### src/verilog/exc_pkg.sv
package exc_pkg;

    // Cause.ExcCode values.
    typedef enum logic [4:0] {
        INT  = 5'd0,
        MOD  = 5'd1,
        TLBL = 5'd2,
        TLBS = 5'd3,
        ADEL = 5'd4,
        ADES = 5'd5,
        SYS  = 5'd8,
        BP   = 5'd9,
        RI   = 5'd10,
        OV   = 5'd12,
        NONE = 5'd31
    } exc_code_e;

    // Exception flags of the committing instruction.
    typedef struct packed {
        logic eret;
        logic syscall;
        logic brk;
        logic inst_adel;
        logic data_adel;
        logic data_ades;
        logic overflow;
        logic ri;
        logic i_refill;
        logic i_invalid;
        logic d_refill_l;
        logic d_invalid_l;
        logic d_refill_s;
        logic d_invalid_s;
        logic modify;
    } exc_flags_t;

    localparam logic [4:0] CP0_BADVADDR = 5'd8;
    localparam logic [4:0] CP0_ENTRYHI  = 5'd10;
    localparam logic [4:0] CP0_STATUS   = 5'd12;
    localparam logic [4:0] CP0_CAUSE    = 5'd13;
    localparam logic [4:0] CP0_EPC      = 5'd14;

endpackage

### src/verilog/cp0_write_if.sv
`timescale 1ns/1ps

interface cp0_write_if import exc_pkg::*; ();

    logic        update;
    exc_code_e   exccode;
    logic        bd;
    logic [31:0] epc;
    logic        badvaddr_en;
    logic [31:0] badvaddr;
    logic        entryhi_en;
    logic [18:0] entryhi_vpn2;
    logic        clr_exl;

    // Controller side drives the update for one cycle.
    modport ctrl (
        output update, exccode, bd, epc, badvaddr_en, badvaddr,
               entryhi_en, entryhi_vpn2, clr_exl
    );

    modport cp0 (
        input update, exccode, bd, epc, badvaddr_en, badvaddr,
              entryhi_en, entryhi_vpn2, clr_exl
    );

endinterface

### src/verilog/commit_latch.sv
`timescale 1ns/1ps

module commit_latch import exc_pkg::*; (
    input  logic        clk,
    input  logic        rst_n,
    input  logic        flush,

    input  logic        in_valid,
    input  logic        in_refetch,
    input  logic        in_delay_slot,
    input  logic [31:0] in_pc,
    input  logic [31:0] in_badvaddr,
    input  exc_flags_t  in_flags,

    output logic        q_valid,
    output logic        q_refetch,
    output logic        q_delay_slot,
    output logic [31:0] q_pc,
    output logic [31:0] q_badvaddr,
    output exc_flags_t  q_flags
);

    // The valid bit drops whenever the controller flushes.
    always_ff @(posedge clk or negedge rst_n) begin
        if (!rst_n) begin
            q_valid <= 1'b0;
        end else begin
            q_valid <= in_valid & ~flush;
        end
    end

    // Payload loads on every cycle without a flush.
    always_ff @(posedge clk) begin
        if (!flush) begin
            q_refetch    <= in_refetch;
            q_delay_slot <= in_delay_slot;
            q_pc         <= in_pc;
            q_badvaddr   <= in_badvaddr;
            q_flags      <= in_flags;
        end
    end

endmodule

### src/verilog/exception_ctrl.sv
`timescale 1ns/1ps

module exception_ctrl import exc_pkg::*; #(
    parameter logic [31:0] EXC_VECTOR    = 32'hbfc0_0380,
    parameter logic [31:0] REFILL_VECTOR = 32'hbfc0_0200
) (
    input  logic         q_valid,
    input  logic         q_refetch,
    input  logic         q_delay_slot,
    input  logic         int_pending,
    input  logic [31:0]  q_pc,
    input  logic [31:0]  q_badvaddr,
    input  logic [31:0]  epc,
    input  exc_flags_t   q_flags,

    output logic         redirect_valid,
    output logic         flush,
    output logic [31:0]  redirect_pc,
    cp0_write_if.ctrl    wr
);

    logic [$bits(exc_flags_t)-1:0] flag_bits;
    logic                          any_exc;
    logic                          exc_taken;

    exc_code_e   code;
    logic        is_refill;
    logic        is_eret;
    logic        rec_badvaddr;
    logic        rec_entryhi;
    logic [31:0] fault_addr;

    assign flag_bits = q_flags;
    assign any_exc   = int_pending | (|flag_bits);
    assign exc_taken = q_valid & ~q_refetch & any_exc;

    assign redirect_valid = q_valid & (q_refetch | any_exc);
    assign flush          = redirect_valid;

    // ==================================================
    // Fixed priority selection
    // ==================================================
    always_comb begin
        code         = NONE;
        is_refill    = 1'b0;
        is_eret      = 1'b0;
        rec_badvaddr = 1'b0;
        rec_entryhi  = 1'b0;
        fault_addr   = q_pc;
        if (int_pending) begin
            code = INT;
        end else if (q_flags.i_refill || q_flags.i_invalid) begin
            code         = TLBL;
            is_refill    = q_flags.i_refill;
            rec_badvaddr = 1'b1;
            rec_entryhi  = 1'b1;
        end else if (q_flags.inst_adel) begin
            code         = ADEL;
            rec_badvaddr = 1'b1;
        end else if (q_flags.ri) begin
            code = RI;
        end else if (q_flags.overflow) begin
            code = OV;
        end else if (q_flags.syscall) begin
            code = SYS;
        end else if (q_flags.brk) begin
            code = BP;
        end else if (q_flags.eret) begin
            is_eret = 1'b1;
        end else begin
            // Remaining kinds are all data side faults.
            fault_addr   = q_badvaddr;
            rec_badvaddr = 1'b1;
            if (q_flags.d_refill_l || q_flags.d_invalid_l) begin
                code        = TLBL;
                is_refill   = q_flags.d_refill_l;
                rec_entryhi = 1'b1;
            end else if (q_flags.d_refill_s || q_flags.d_invalid_s) begin
                code        = TLBS;
                is_refill   = q_flags.d_refill_s;
                rec_entryhi = 1'b1;
            end else if (q_flags.data_adel) begin
                code = ADEL;
            end else if (q_flags.data_ades) begin
                code = ADES;
            end else if (q_flags.modify) begin
                code        = MOD;
                rec_entryhi = 1'b1;
            end else begin
                rec_badvaddr = 1'b0;
            end
        end
    end

    // Refetch wins over any exception.
    always_comb begin
        if (q_refetch) begin
            redirect_pc = q_pc;
        end else if (is_eret) begin
            redirect_pc = epc;
        end else if (is_refill) begin
            redirect_pc = REFILL_VECTOR;
        end else begin
            redirect_pc = EXC_VECTOR;
        end
    end

    // ==================================================
    // CP0 update
    // ==================================================
    assign wr.update       = exc_taken & ~is_eret;
    assign wr.clr_exl      = exc_taken & is_eret;
    assign wr.exccode      = code;
    assign wr.bd           = q_delay_slot;
    assign wr.epc          = q_delay_slot ? q_pc - 32'd4 : q_pc;
    assign wr.badvaddr_en  = exc_taken & rec_badvaddr;
    assign wr.badvaddr     = fault_addr;
    assign wr.entryhi_en   = exc_taken & rec_entryhi;
    assign wr.entryhi_vpn2 = fault_addr[31:13];

endmodule

### src/verilog/cp0_regs.sv
`timescale 1ns/1ps

module cp0_regs import exc_pkg::*; (
    input  logic        clk,
    input  logic        rst_n,
    input  logic [5:0]  hw_int,

    input  logic        cp0_wen,
    input  logic [4:0]  cp0_addr,
    input  logic [31:0] cp0_wdata,
    output logic [31:0] cp0_rdata,

    output logic [31:0] epc,
    output logic        int_pending,
    cp0_write_if.cp0    wr
);

    logic        status_ie;
    logic        status_exl;
    logic [7:0]  status_im;
    logic        cause_bd;
    logic [7:0]  cause_ip;
    exc_code_e   cause_exccode;
    logic [31:0] epc_q;
    logic [31:0] badvaddr_q;
    logic [18:0] entryhi_vpn2;
    logic [7:0]  entryhi_asid;

    // ==================================================
    // Status and Cause
    // ==================================================
    always_ff @(posedge clk or negedge rst_n) begin
        if (!rst_n) begin
            status_ie     <= 1'b0;
            status_exl    <= 1'b0;
            status_im     <= 8'h00;
            cause_bd      <= 1'b0;
            cause_ip      <= 8'h00;
            cause_exccode <= INT;
        end else begin
            // Hardware lines sampled every cycle.
            cause_ip[7:2] <= hw_int;
            if (cp0_wen && cp0_addr == CP0_STATUS) begin
                status_ie  <= cp0_wdata[0];
                status_exl <= cp0_wdata[1];
                status_im  <= cp0_wdata[15:8];
            end
            if (cp0_wen && cp0_addr == CP0_CAUSE) begin
                cause_ip[1:0] <= cp0_wdata[9:8];
            end
            // Exception entry and return override software.
            if (wr.update) begin
                status_exl    <= 1'b1;
                cause_bd      <= wr.bd;
                cause_exccode <= wr.exccode;
            end else if (wr.clr_exl) begin
                status_exl <= 1'b0;
            end
        end
    end

    // ==================================================
    // EPC, BadVAddr, EntryHi
    // ==================================================
    always_ff @(posedge clk) begin
        if (wr.update) begin
            epc_q <= wr.epc;
        end else if (cp0_wen && cp0_addr == CP0_EPC) begin
            epc_q <= cp0_wdata;
        end
        if (wr.badvaddr_en) begin
            badvaddr_q <= wr.badvaddr;
        end
        if (wr.entryhi_en) begin
            entryhi_vpn2 <= wr.entryhi_vpn2;
        end else if (cp0_wen && cp0_addr == CP0_ENTRYHI) begin
            entryhi_vpn2 <= cp0_wdata[31:13];
        end
        // ASID is kept across faults.
        if (cp0_wen && cp0_addr == CP0_ENTRYHI) begin
            entryhi_asid <= cp0_wdata[7:0];
        end
    end

    assign epc         = epc_q;
    assign int_pending = status_ie & ~status_exl & (|(cause_ip & status_im));

    always_comb begin
        case (cp0_addr)
            CP0_STATUS:   cp0_rdata = {16'h0, status_im, 6'h0, status_exl, status_ie};
            CP0_CAUSE:    cp0_rdata = {cause_bd, 15'h0, cause_ip, 1'b0, cause_exccode, 2'b00};
            CP0_EPC:      cp0_rdata = epc_q;
            CP0_BADVADDR: cp0_rdata = badvaddr_q;
            CP0_ENTRYHI:  cp0_rdata = {entryhi_vpn2, 5'h00, entryhi_asid};
            default:      cp0_rdata = 32'h0;
        endcase
    end

endmodule

### src/verilog/exception_unit.sv
`timescale 1ns/1ps

module exception_unit import exc_pkg::*; #(
    parameter logic [31:0] EXC_VECTOR    = 32'hbfc0_0380,
    parameter logic [31:0] REFILL_VECTOR = 32'hbfc0_0200
) (
    input  logic        clk,
    input  logic        rst_n,

    input  logic        in_valid,
    input  logic        in_refetch,
    input  logic        in_delay_slot,
    input  logic [31:0] in_pc,
    input  logic [31:0] in_badvaddr,
    input  exc_flags_t  in_flags,

    input  logic [5:0]  hw_int,
    input  logic        cp0_wen,
    input  logic [4:0]  cp0_addr,
    input  logic [31:0] cp0_wdata,
    output logic [31:0] cp0_rdata,

    output logic        redirect_valid,
    output logic [31:0] redirect_pc,
    output logic        flush
);

    logic        q_valid;
    logic        q_refetch;
    logic        q_delay_slot;
    logic [31:0] q_pc;
    logic [31:0] q_badvaddr;
    exc_flags_t  q_flags;
    logic [31:0] epc;
    logic        int_pending;

    cp0_write_if cp0_wr ();

    commit_latch i_commit_latch (
        .clk           (clk),
        .rst_n         (rst_n),
        .flush         (flush),
        .in_valid      (in_valid),
        .in_refetch    (in_refetch),
        .in_delay_slot (in_delay_slot),
        .in_pc         (in_pc),
        .in_badvaddr   (in_badvaddr),
        .in_flags      (in_flags),
        .q_valid       (q_valid),
        .q_refetch     (q_refetch),
        .q_delay_slot  (q_delay_slot),
        .q_pc          (q_pc),
        .q_badvaddr    (q_badvaddr),
        .q_flags       (q_flags)
    );

    exception_ctrl #(
        .EXC_VECTOR    (EXC_VECTOR),
        .REFILL_VECTOR (REFILL_VECTOR)
    ) i_exception_ctrl (
        .q_valid        (q_valid),
        .q_refetch      (q_refetch),
        .q_delay_slot   (q_delay_slot),
        .int_pending    (int_pending),
        .q_pc           (q_pc),
        .q_badvaddr     (q_badvaddr),
        .epc            (epc),
        .q_flags        (q_flags),
        .redirect_valid (redirect_valid),
        .flush          (flush),
        .redirect_pc    (redirect_pc),
        .wr             (cp0_wr.ctrl)
    );

    cp0_regs i_cp0_regs (
        .clk         (clk),
        .rst_n       (rst_n),
        .hw_int      (hw_int),
        .cp0_wen     (cp0_wen),
        .cp0_addr    (cp0_addr),
        .cp0_wdata   (cp0_wdata),
        .cp0_rdata   (cp0_rdata),
        .epc         (epc),
        .int_pending (int_pending),
        .wr          (cp0_wr.cp0)
    );

endmodule

### config.mk
export PLATFORM = sky130hd
export DESIGN_NAME = exception_unit
export DESIGN_NICKNAME = d
export VERILOG_FILES = /design/src/verilog/exc_pkg.sv /design/src/verilog/cp0_write_if.sv /design/src/verilog/commit_latch.sv /design/src/verilog/exception_ctrl.sv /design/src/verilog/cp0_regs.sv /design/src/verilog/exception_unit.sv
export SDC_FILE = /design/constraint.sdc
export NUM_CORES = 1
export LEC_CHECK = 0
export ABC_AREA = 1
export BUFFER_PORTS_ARGS = -buffer_cell sky130_fd_sc_hd__buf_2
export CAP_MARGIN = 5
export CELL_PAD_IN_SITES_DETAIL_PLACEMENT = 1
export CELL_PAD_IN_SITES_GLOBAL_PLACEMENT = 2
export CORE_MARGIN = 4
export CORE_UTILIZATION = 36
export CTS_CLUSTER_SIZE = 16
export DETAILED_ROUTE_END_ITERATION = 7
export HOLD_SLACK_MARGIN = 0.1
export MAX_ROUTING_LAYER = met4
export PLACE_DENSITY = 0.88
export SYNTH_ARGS = -nofsm -noshare
export SYNTH_HDL_FRONTEND = slang
export SYNTH_SLANG_ARGS = --single-unit
export TNS_END_PERCENT = 50
### constraint.sdc
create_clock -name clk -period 6.4 [get_ports clk]
set_clock_uncertainty 0.2 [all_clocks]
set_input_delay 0.32 -clock clk [delete_from_list [all_inputs] [get_ports clk]]
set_output_delay 0.32 -clock clk [all_outputs]
set_load 0.02 [all_outputs]
==> PnR_summary.wiki, run 1 <==
{| class="wikitable"
! Metric !! Value
|-
| Result of the run || complete, no violations
|-
| Worst-path fanout max || 82
|-
| Startpoint types || flip-flop
|-
| Post-route total power || 3060 µW
|-
| Fraction of final layout cells with drive strength greater than 1 || 20.2%
|-
| Std-Cell Core Area || 0.0262 mm²
|-
| Syn avg cell area || 9.41 µm²
|-
| EDFF count, synth || 172
|-
| Register area || 0.00579 mm²
|-
| Clk Tree Root Cell || sky130_fd_sc_hd__clkbuf_16
|-
| Most common cell after layout, fill and taps aside || sky130_fd_sc_hd__nand2_1
|-
| Input/output buffers || 193
|-
| Biggest area consumer among synthesized cells || sky130_fd_sc_hd__edfxtp_1
|-
| Non-Filler Instances || 1676
|-
| Portion of synthesized cell area occupied by the leading cell type || 53.5%
|-
| Mapped Cells || 1026
|-
| P per Cell Area || 241 mW/mm²
|-
| Max_slew headroom || 22.7%
|-
| Overflow left after global routing || 0
|-
| Worst flop-to-flop path startpoint || i_cp0_regs.status_im[7]
|-
| GPL Wtd Cong || 0.904
|-
| Source-to-sink clock delay at the later pin of the worst-skew pair || 0.44 ns
|-
| Destination of the critical timing path || flush
|-
| DIE AREA || 0.0295 mm²
|-
| Via-per-instance ratio || 5.13
|-
| Number of violations reported at the end of detailed-routing iteration 0 || 868
|-
| Register bit count reported by yosys || 197
|-
| DRC Markers || 0
|-
| Detailed-route wire length || 34900 µm
|-
| Max Cap Viol || 0
|-
| Crit path launch || i_cp0_regs.status_im[5]
|-
| Dpl hpwl || 25000 µm
|-
| Maximum vdd drop || 0.125 mV
|-
| Final core occ || 48.4%
|-
| Reg2Reg Depth || 9
|-
| Share of flip-flops with an asynchronous set or reset || 12.7%
|-
| Worst hold slack || 0.276 ns
|-
| Placed Cells || 1522
|-
| Clock period minus worst slack || 3.88 ns
|-
| CTS H-tree lvls || 4
|-
| Number of inserted filler cells in the final layout || 3009
|-
| Endpoint type of the worst setup path || output port
|-
| Area of the mapped netlist || 0.00966 mm²
|-
| Aggregate negative setup slack || 0 ns
|-
| Terminus of the critical flop-to-flop path || i_cp0_regs.epc[7]
|-
| Floorplan die width || 172 µm
|-
| Nets || 1457
|-
| Antenna viol nets, final || 0
|-
| Category of the critical setup timing path || reg -> out
|-
| Via count of the first global-routing pass || 8989
|-
| Sequential-to-total area share from yosys stat || 59.9%
|-
| Antenna Diode Count || 0
|-
| Count of different cell masters after synthesis || 41
|-
| Internal reg-to-reg setup slack || 2.97 ns
|-
| DR vias || 8605
|-
| First-pass GRT wire length || 52600 µm
|-
| Most frequent cells in the layout || sky130_fd_sc_hd__nand2_1 (356), sky130_fd_sc_hd__buf_2 (193), sky130_fd_sc_hd__edfxtp_1 (172)
|-
| Required time reported for the critical path endpoint || 5.88 ns
|-
| Final hold violations || 0
|-
| Arrival time worst endpoint || 3.36 ns
|-
| Total I/O pin count || 194
|-
| Most common flop cell mapped by yosys || sky130_fd_sc_hd__edfxtp_1
|-
| Total CTS buffers || 17
|-
| Clk buf depth || 2
|-
| Sinks on the clock net || 197
|-
| Pre-antenna DRT Iters || 5
|-
| Max-slew violation total from the final report || 0
|-
| Initial core utilization || 36.9%
|-
| # rows || 59
|-
| Setup repair after global routing missed its margin || false
|-
| Largest net degree at the start of global routing || 83
|-
| Path category of the worst min-delay check || in -> async
|-
| Leakage power total || 0.00548 µW
|-
| Total of warnings raised by yosys || 0
|-
| Die height || 172 µm
|-
| Worst-margin pin slew || 1.16 ns
|-
| Main area contributors after synthesis || sky130_fd_sc_hd__edfxtp_1 (53%), sky130_fd_sc_hd__nand2_1 (14%), sky130_fd_sc_hd__dfrtp_1 (6.5%), sky130_fd_sc_hd__nand3_1 (4.8%), sky130_fd_sc_hd__inv_1 (3.2%)
|-
| Number of antenna violations at the first check in global routing || 0
|-
| Post-CTS Setup Bufs || 0
|-
| Multi-input logic area || 0.00331 mm²
|-
| Period utilisation layout || 60.6%
|-
| Total nets after synthesis || 1155
|-
| Total GRT Usage || 24.6%
|-
| CTS clk-pin slew, worst paths || 0.08 ns
|-
| Final setup violation count || 0
|-
| F_max || 258 MHz
|-
| TritonCTS clock tree || yes
|-
| Synthesis-to-layout area growth || 31.2%
|-
| Average detailed-routed wire length per instance || 20.8 µm
|}
## per-layer routing
layer,track usage (%),routed length [µm]
met5,-,0
met4,7.66,945
met3,4.23,2210
met2,39.0,16600
met1,32.7,15200
## per-stage QoR
step / worst slack (ns) / instance area, µm²
global placement: 3.04 / 10900
floorplan: 2.27 / 9660
CTS: 2.47 / 12700
finish: 2.52 / 12700
global route: 2.26 / 12700
detailed placement: 2.96 / 10900
## cells in the mapped netlist (3+ instances only)
cell type                   instances
sky130_fd_sc_hd__nor2_4             3
sky130_fd_sc_hd__nand2_2            5
sky130_fd_sc_hd__nand3_1           93
sky130_fd_sc_hd__inv_2              3
sky130_fd_sc_hd__nand2_1          357
sky130_fd_sc_hd__nor2_2            10
sky130_fd_sc_hd__clkbuf_1          12
sky130_fd_sc_hd__buf_4              9
sky130_fd_sc_hd__dfrtp_1           25
sky130_fd_sc_hd__o21ai_0           44
sky130_fd_sc_hd__inv_1             83
sky130_fd_sc_hd__o211ai_1           9
sky130_fd_sc_hd__nor3_1             4
sky130_fd_sc_hd__buf_6              6
sky130_fd_sc_hd__nand4_1           20
sky130_fd_sc_hd__mux2_2             5
sky130_fd_sc_hd__nor2_1            76
sky130_fd_sc_hd__a21oi_1           17
sky130_fd_sc_hd__buf_2              9
sky130_fd_sc_hd__xor2_1            16
sky130_fd_sc_hd__o21ai_1           18
sky130_fd_sc_hd__edfxtp_1         172
sky130_fd_sc_hd__o2111ai_1          4
## cell families (layout without fill, tap and decap cells)
| family | Yosys count | after routing | share of synthesized area, % |
|---|---|---|---|
| AOI/OAI and AO/OA | 99 | 99 | 5.80 |
| xor gates and xnor gates | 16 | 16 | 1.45 |
| adders and majority gates | 1 | 1 | 0.130 |
| buffers and inverters | 127 | 442 | 5.89 |
| DFF | 197 | 197 | 59.9 |
| muxes | 5 | 5 | 0.583 |
| and+or+nand+nor | 581 | 581 | 26.2 |
## timing repair
item	CTS	global route
hold buffers	122	0
endpoints found under the hold margin	183	0
resized for setup	0	0
## report_power, final
| part | internal (µW) | switching (µW) |
|---|---|---|
| registers | 1510 | 68.0 |
| clock network | 523 | 538 |
| logic | 157 | 267 |
| total | 2190 | 873 |
## final cells by class
| type | instances | area share [%] |
|---|---|---|
| inverter | 89 | 2.66 |
| tap | 335 | 3.31 |
| clock inverter | 15 | 1.24 |
| timing repair buffer | 321 | 17.6 |
| multi-input combinational | 702 | 26.1 |
| sequential | 197 | 45.7 |
| clock buffer | 17 | 3.36 |
## worst min-delay path by stage
stage	start	end	slack, ns	cells past startpoint
floorplan	rst_n	i_commit_latch.q_valid	-0.18	0
global placement	rst_n	i_commit_latch.q_valid	0.17	1
detailed placement	rst_n	i_commit_latch.q_valid	0.18	1
CTS	rst_n	i_cp0_regs.status_im[1]	0.25	2
global route	i_cp0_regs.cause_exccode[3]	i_cp0_regs.cause_exccode[3]	0.30	2
finish	rst_n	i_commit_latch.q_valid	0.28	2
## flip-flops by register name, summed over array words and instances, names as in the netlist, 15 cells and up
| signal | cells |
|---|---|
| i_cp0_regs.badvaddr_q | 32 |
| i_cp0_regs.epc | 32 |
| i_commit_latch.q_flags | 15 |
| i_cp0_regs.entryhi_vpn2 | 19 |
| i_commit_latch.q_badvaddr | 32 |
| i_commit_latch.q_pc | 32 |
## critical path, stage by stage (launching register included)
cell and delay, ns:
sky130_fd_sc_hd__dfrtp_1 0.40, sky130_fd_sc_hd__nand2_1 0.07, sky130_fd_sc_hd__nand2_1 0.05, sky130_fd_sc_hd__nor2_1 0.12
sky130_fd_sc_hd__nand2_1 0.08, sky130_fd_sc_hd__nand2_2 0.59, sky130_fd_sc_hd__nand3_1 0.25, sky130_fd_sc_hd__nand2_4 0.77
sky130_fd_sc_hd__inv_1 0.17, sky130_fd_sc_hd__buf_2 0.22
No activity file was read; power rests on OpenSTA's default activity.
==> inputs of run 2 (changes only) <==
ABC_AREA = 0   (was 1)
CORE_UTILIZATION = 34   (was 36)
PLACE_DENSITY = 0.8   (was 0.88)
clock period = 3.5 ns   (was 6.4 ns; I/O delays follow)
==> PnR_summary.wiki, run 2 <==
{| class="wikitable"
! Metric !! Value
|-
| TritonCTS clock tree || yes
|-
| Post-CTS Setup Bufs || 0 (unchanged)
|-
| Number of antenna violations at the first check in global routing || 0 (unchanged)
|-
| Input/output buffers || 193 (unchanged)
|-
| Total of warnings raised by yosys || 0 (unchanged)
|-
| Category of the critical setup timing path || reg -> out
|-
| Result of the run || complete, no violations
|-
| Via count of the first global-routing pass || 8073 (-10%)
|-
| Startpoint types || flip-flop
|-
| Main area contributors after synthesis || sky130_fd_sc_hd__edfxtp_1 (54%), sky130_fd_sc_hd__mux2_2 (9.5%), sky130_fd_sc_hd__dfrtp_1 (6.6%), sky130_fd_sc_hd__mux2_4 (3.0%), sky130_fd_sc_hd__mux2i_1 (2.9%)
|-
| Internal reg-to-reg setup slack || 0.43 ns (-2.54 ns)
|-
| Largest net degree at the start of global routing || 58 (-30%)
|-
| Destination of the critical timing path || redirect_pc[29]
|-
| Antenna Diode Count || 0 (unchanged)
|-
| Maximum vdd drop || 0.306 mV (+140%)
|-
| DIE AREA || 0.0307 mm² (+4.1%)
|-
| Period utilisation layout || 97.0%
|-
| Sequential-to-total area share from yosys stat || 60.8% (+0.89 points)
|-
| Number of inserted filler cells in the final layout || 2833 (-5.8%)
|-
| Most frequent cells in the layout || sky130_fd_sc_hd__buf_2 (193), sky130_fd_sc_hd__edfxtp_1 (172), sky130_fd_sc_hd__dlygate4sd3_1 (122)
|-
| Via-per-instance ratio || 5.41 (+5.4%)
|-
| CTS clk-pin slew, worst paths || 0.08 ns (about the same)
|-
| Die height || 175 µm (+2.0%)
|-
| Mapped Cells || 670 (-35%)
|-
| Floorplan die width || 175 µm (+2.0%)
|-
| Clock period minus worst slack || 3.40 ns
|-
| Antenna viol nets, final || 0 (unchanged)
|-
| Final hold violations || 0 (unchanged)
|-
| Crit path launch || i_commit_latch.q_flags[11]
|-
| Total GRT Usage || 21.6% (-3.0 points)
|-
| Worst hold slack || 0.113 ns (-0.163 ns)
|-
| Worst-margin pin slew || 0.924 ns (-0.236 ns)
|-
| Register bit count reported by yosys || 197 (unchanged)
|-
| Total nets after synthesis || 799 (-31%)
|-
| Path category of the worst min-delay check || in -> async
|-
| Max-slew violation total from the final report || 0 (unchanged)
|-
| Area of the mapped netlist || 0.00952 mm² (-1.5%)
|-
| Worst-path fanout max || 10 (-88%)
|-
| Total I/O pin count || 194 (unchanged)
|-
| Worst flop-to-flop path startpoint || i_commit_latch.q_flags[14]
|-
| Xor/xnor cell area share of the yosys netlist || 1.10% (-0.35 points)
|-
| Terminus of the critical flop-to-flop path || i_cp0_regs.entryhi_vpn2[9]
|-
| Number of violations reported at the end of detailed-routing iteration 0 || 559 (-36%)
|-
| DR vias || 7437 (-14%)
|-
| Area fraction in and, or, nand and nor cells after synthesis || 8.19% (-18 points)
|-
| GPL Wtd Cong || 0.810 (-10%)
|-
| P per Cell Area || 437 mW/mm² (+81%)
|-
| Most common cell after layout, fill and taps aside || sky130_fd_sc_hd__buf_2
|-
| Max Cap Viol || 0 (unchanged)
|-
| Main combinational cell family by area after synthesis || multiplexers
|-
| DRC Markers || 0 (unchanged)
|-
| Syn avg cell area || 14.2 µm² (+51%)
|-
| First-pass GRT wire length || 49100 µm (-6.8%)
|-
| Initial core utilization || 34.9% (-1.9 points)
|-
| Leading post-synthesis cells by instance count || sky130_fd_sc_hd__edfxtp_1 (172), sky130_fd_sc_hd__mux2_2 (80), sky130_fd_sc_hd__nand2_1 (40)
|-
| Setup repair after global routing missed its margin || false
|-
| Synthesis-to-layout area growth || 36.0%
|-
| Source-to-sink clock delay at the later pin of the worst-skew pair || 0.44 ns (about the same)
|-
| Area fraction in compound gates after synthesis || 11.9% (+6.1 points)
|-
| Fraction of final layout cells with drive strength greater than 1 || 37.4% (+17 points)
|-
| Total CTS buffers || 17 (unchanged)
|-
| Highest-utilization routing layer at the global route stage || met2
|-
| Arrival time worst endpoint || 3.02 ns (-0.34 ns)
|-
| Share of flip-flops with an asynchronous set or reset || 12.7% (unchanged)
|-
| Routing usage on met3 || 2.97% (-1.3 points)
|-
| Sinks on the clock net || 197 (unchanged)
|-
| Overflow left after global routing || 0 (unchanged)
|-
| Clk buf depth || 2 (unchanged)
|-
| EDFF count, synth || 172 (unchanged)
|-
| Global routing usage on met2 || 36.0% (-3.0 points)
|-
| Mux cell area share after synthesis || 15.4% (+15 points)
|-
| Count of different cell masters after synthesis || 61 (+49%)
|-
| Grt met1 use || 27.8% (-4.9 points)
|-
| Final setup violation count || 0 (unchanged)
|-
| Most common cell in the synthesized netlist || sky130_fd_sc_hd__edfxtp_1
|-
| Post-synthesis share of cell area spent on full adders, half adders and majority gates || 0.131% (+0.0019 points)
|-
| Cts hold-fix bufs || 122 (unchanged)
|-
| # rows || 60 (+1.7%)
|-
| Leakage power total || 0.00501 µW (-8.7%)
|-
| Dpl hpwl || 21400 µm (-14%)
|-
| Nets || 1118 (-23%)
|-
| Final core occ || 47.5% (-0.87 points)
|-
| Most common flop cell mapped by yosys || sky130_fd_sc_hd__edfxtp_1
|-
| Std-Cell Core Area || 0.0273 mm² (+4.0%)
|-
| Portion of synthesized cell area occupied by the leading cell type || 54.3% (+0.79 points)
|-
| Clk Tree Root Cell || sky130_fd_sc_hd__clkbuf_16
|-
| Biggest area consumer among synthesized cells || sky130_fd_sc_hd__edfxtp_1
|-
| F_max || 294 MHz
|-
| CTS H-tree lvls || 4 (unchanged)
|-
| Reg2Reg Depth || 6 (-3)
|-
| Endpoint type of the worst setup path || output port
|-
| Average detailed-routed wire length per instance || 23.5 µm (+13%)
|-
| Pre-antenna DRT Iters || 5 (unchanged)
|-
| PostCTS Resize Cnt || 0 (unchanged)
|-
| Detailed-route wire length || 32400 µm (-7.3%)
|-
| Required time reported for the critical path endpoint || 3.12 ns (-2.76 ns)
|-
| Max_slew headroom || 38.4% (+16 points)
|}
## run 2: power breakdown
part,switching (µW),total [µW],internal (µW)
logic,390,784,393
registers,141,2890,2750
clock network,935,1990,1050
total,1470,5660,4190
## run 2: per-layer routing
metal  wire (µm)  part of all wire (%)
met4         694                   2.1
met5           0                     0
met1       13700                    42
met2       16300                    50
met3        1660                   5.1
## run 2: layout make-up
type | instances | area [µm²] | share of cell area (%)
Tap cell | 372 | 465 | 3.60
Clock inverter | 12 | 114 | 0.880
Inverter | 6 | 22.5 | 0.174
Sequential cell | 197 | 5790 | 44.7
Multi-Input combinational cell | 421 | 3580 | 27.6
Clock buffer | 20 | 467 | 3.61
Timing Repair Buffer | 346 | 2510 | 19.4
## run 2: through the flow
step | power, µW | instance area, µm² | setup slack (ns) | TNS [ns] | std cells
floorplan | 3290 | 9580 | -1.14 | -62.36 | 670
global placement | 3590 | 11100 | 0.486 | 0 | 1220
detailed placement | 3610 | 11100 | 0.467 | 0 | 1220
CTS | 5690 | 12900 | 0.151 | 0 | 1374
global route | 5870 | 12900 | 0.0146 | 0 | 1374
finish | 5660 | 12900 | 0.104 | 0 | 1374
## run 2: worst min path at each step
stage	startpoint	end	slack, ns	cells after the start
6_report	rst_n	i_cp0_regs.status_ie	0.11	2
2_1_floorplan	rst_n	i_commit_latch.q_valid	-0.32	0
3_5_place_dp	rst_n	i_cp0_regs.cause_exccode[4]	0.02	1
4_1_cts	rst_n	i_cp0_regs.status_ie	0.14	2
5_1_grt	hw_int[1]	i_cp0_regs.cause_ip[3]	0.16	2
3_3_place_gp	rst_n	i_cp0_regs.cause_exccode[4]	0.02	1
## run 2: critical path, cell delays in order, from the launching register on
cell	delay (ns)
sky130_fd_sc_hd__edfxtp_1	0.48
sky130_fd_sc_hd__nor4_4	0.51
sky130_fd_sc_hd__and4_1	0.41
sky130_fd_sc_hd__nand3_1	0.57
sky130_fd_sc_hd__o22a_1	0.43
sky130_fd_sc_hd__buf_2	0.18
## run 2: cells by family after synthesis
logic type	Yosys count
AO/OA/AOI/OAI	143
XOR/XNOR	12
flip-flops	197
multiplexers	127
AND/OR/NAND/NOR	138
buffers and inverters	52
adder cells (fa/ha/maj)	1
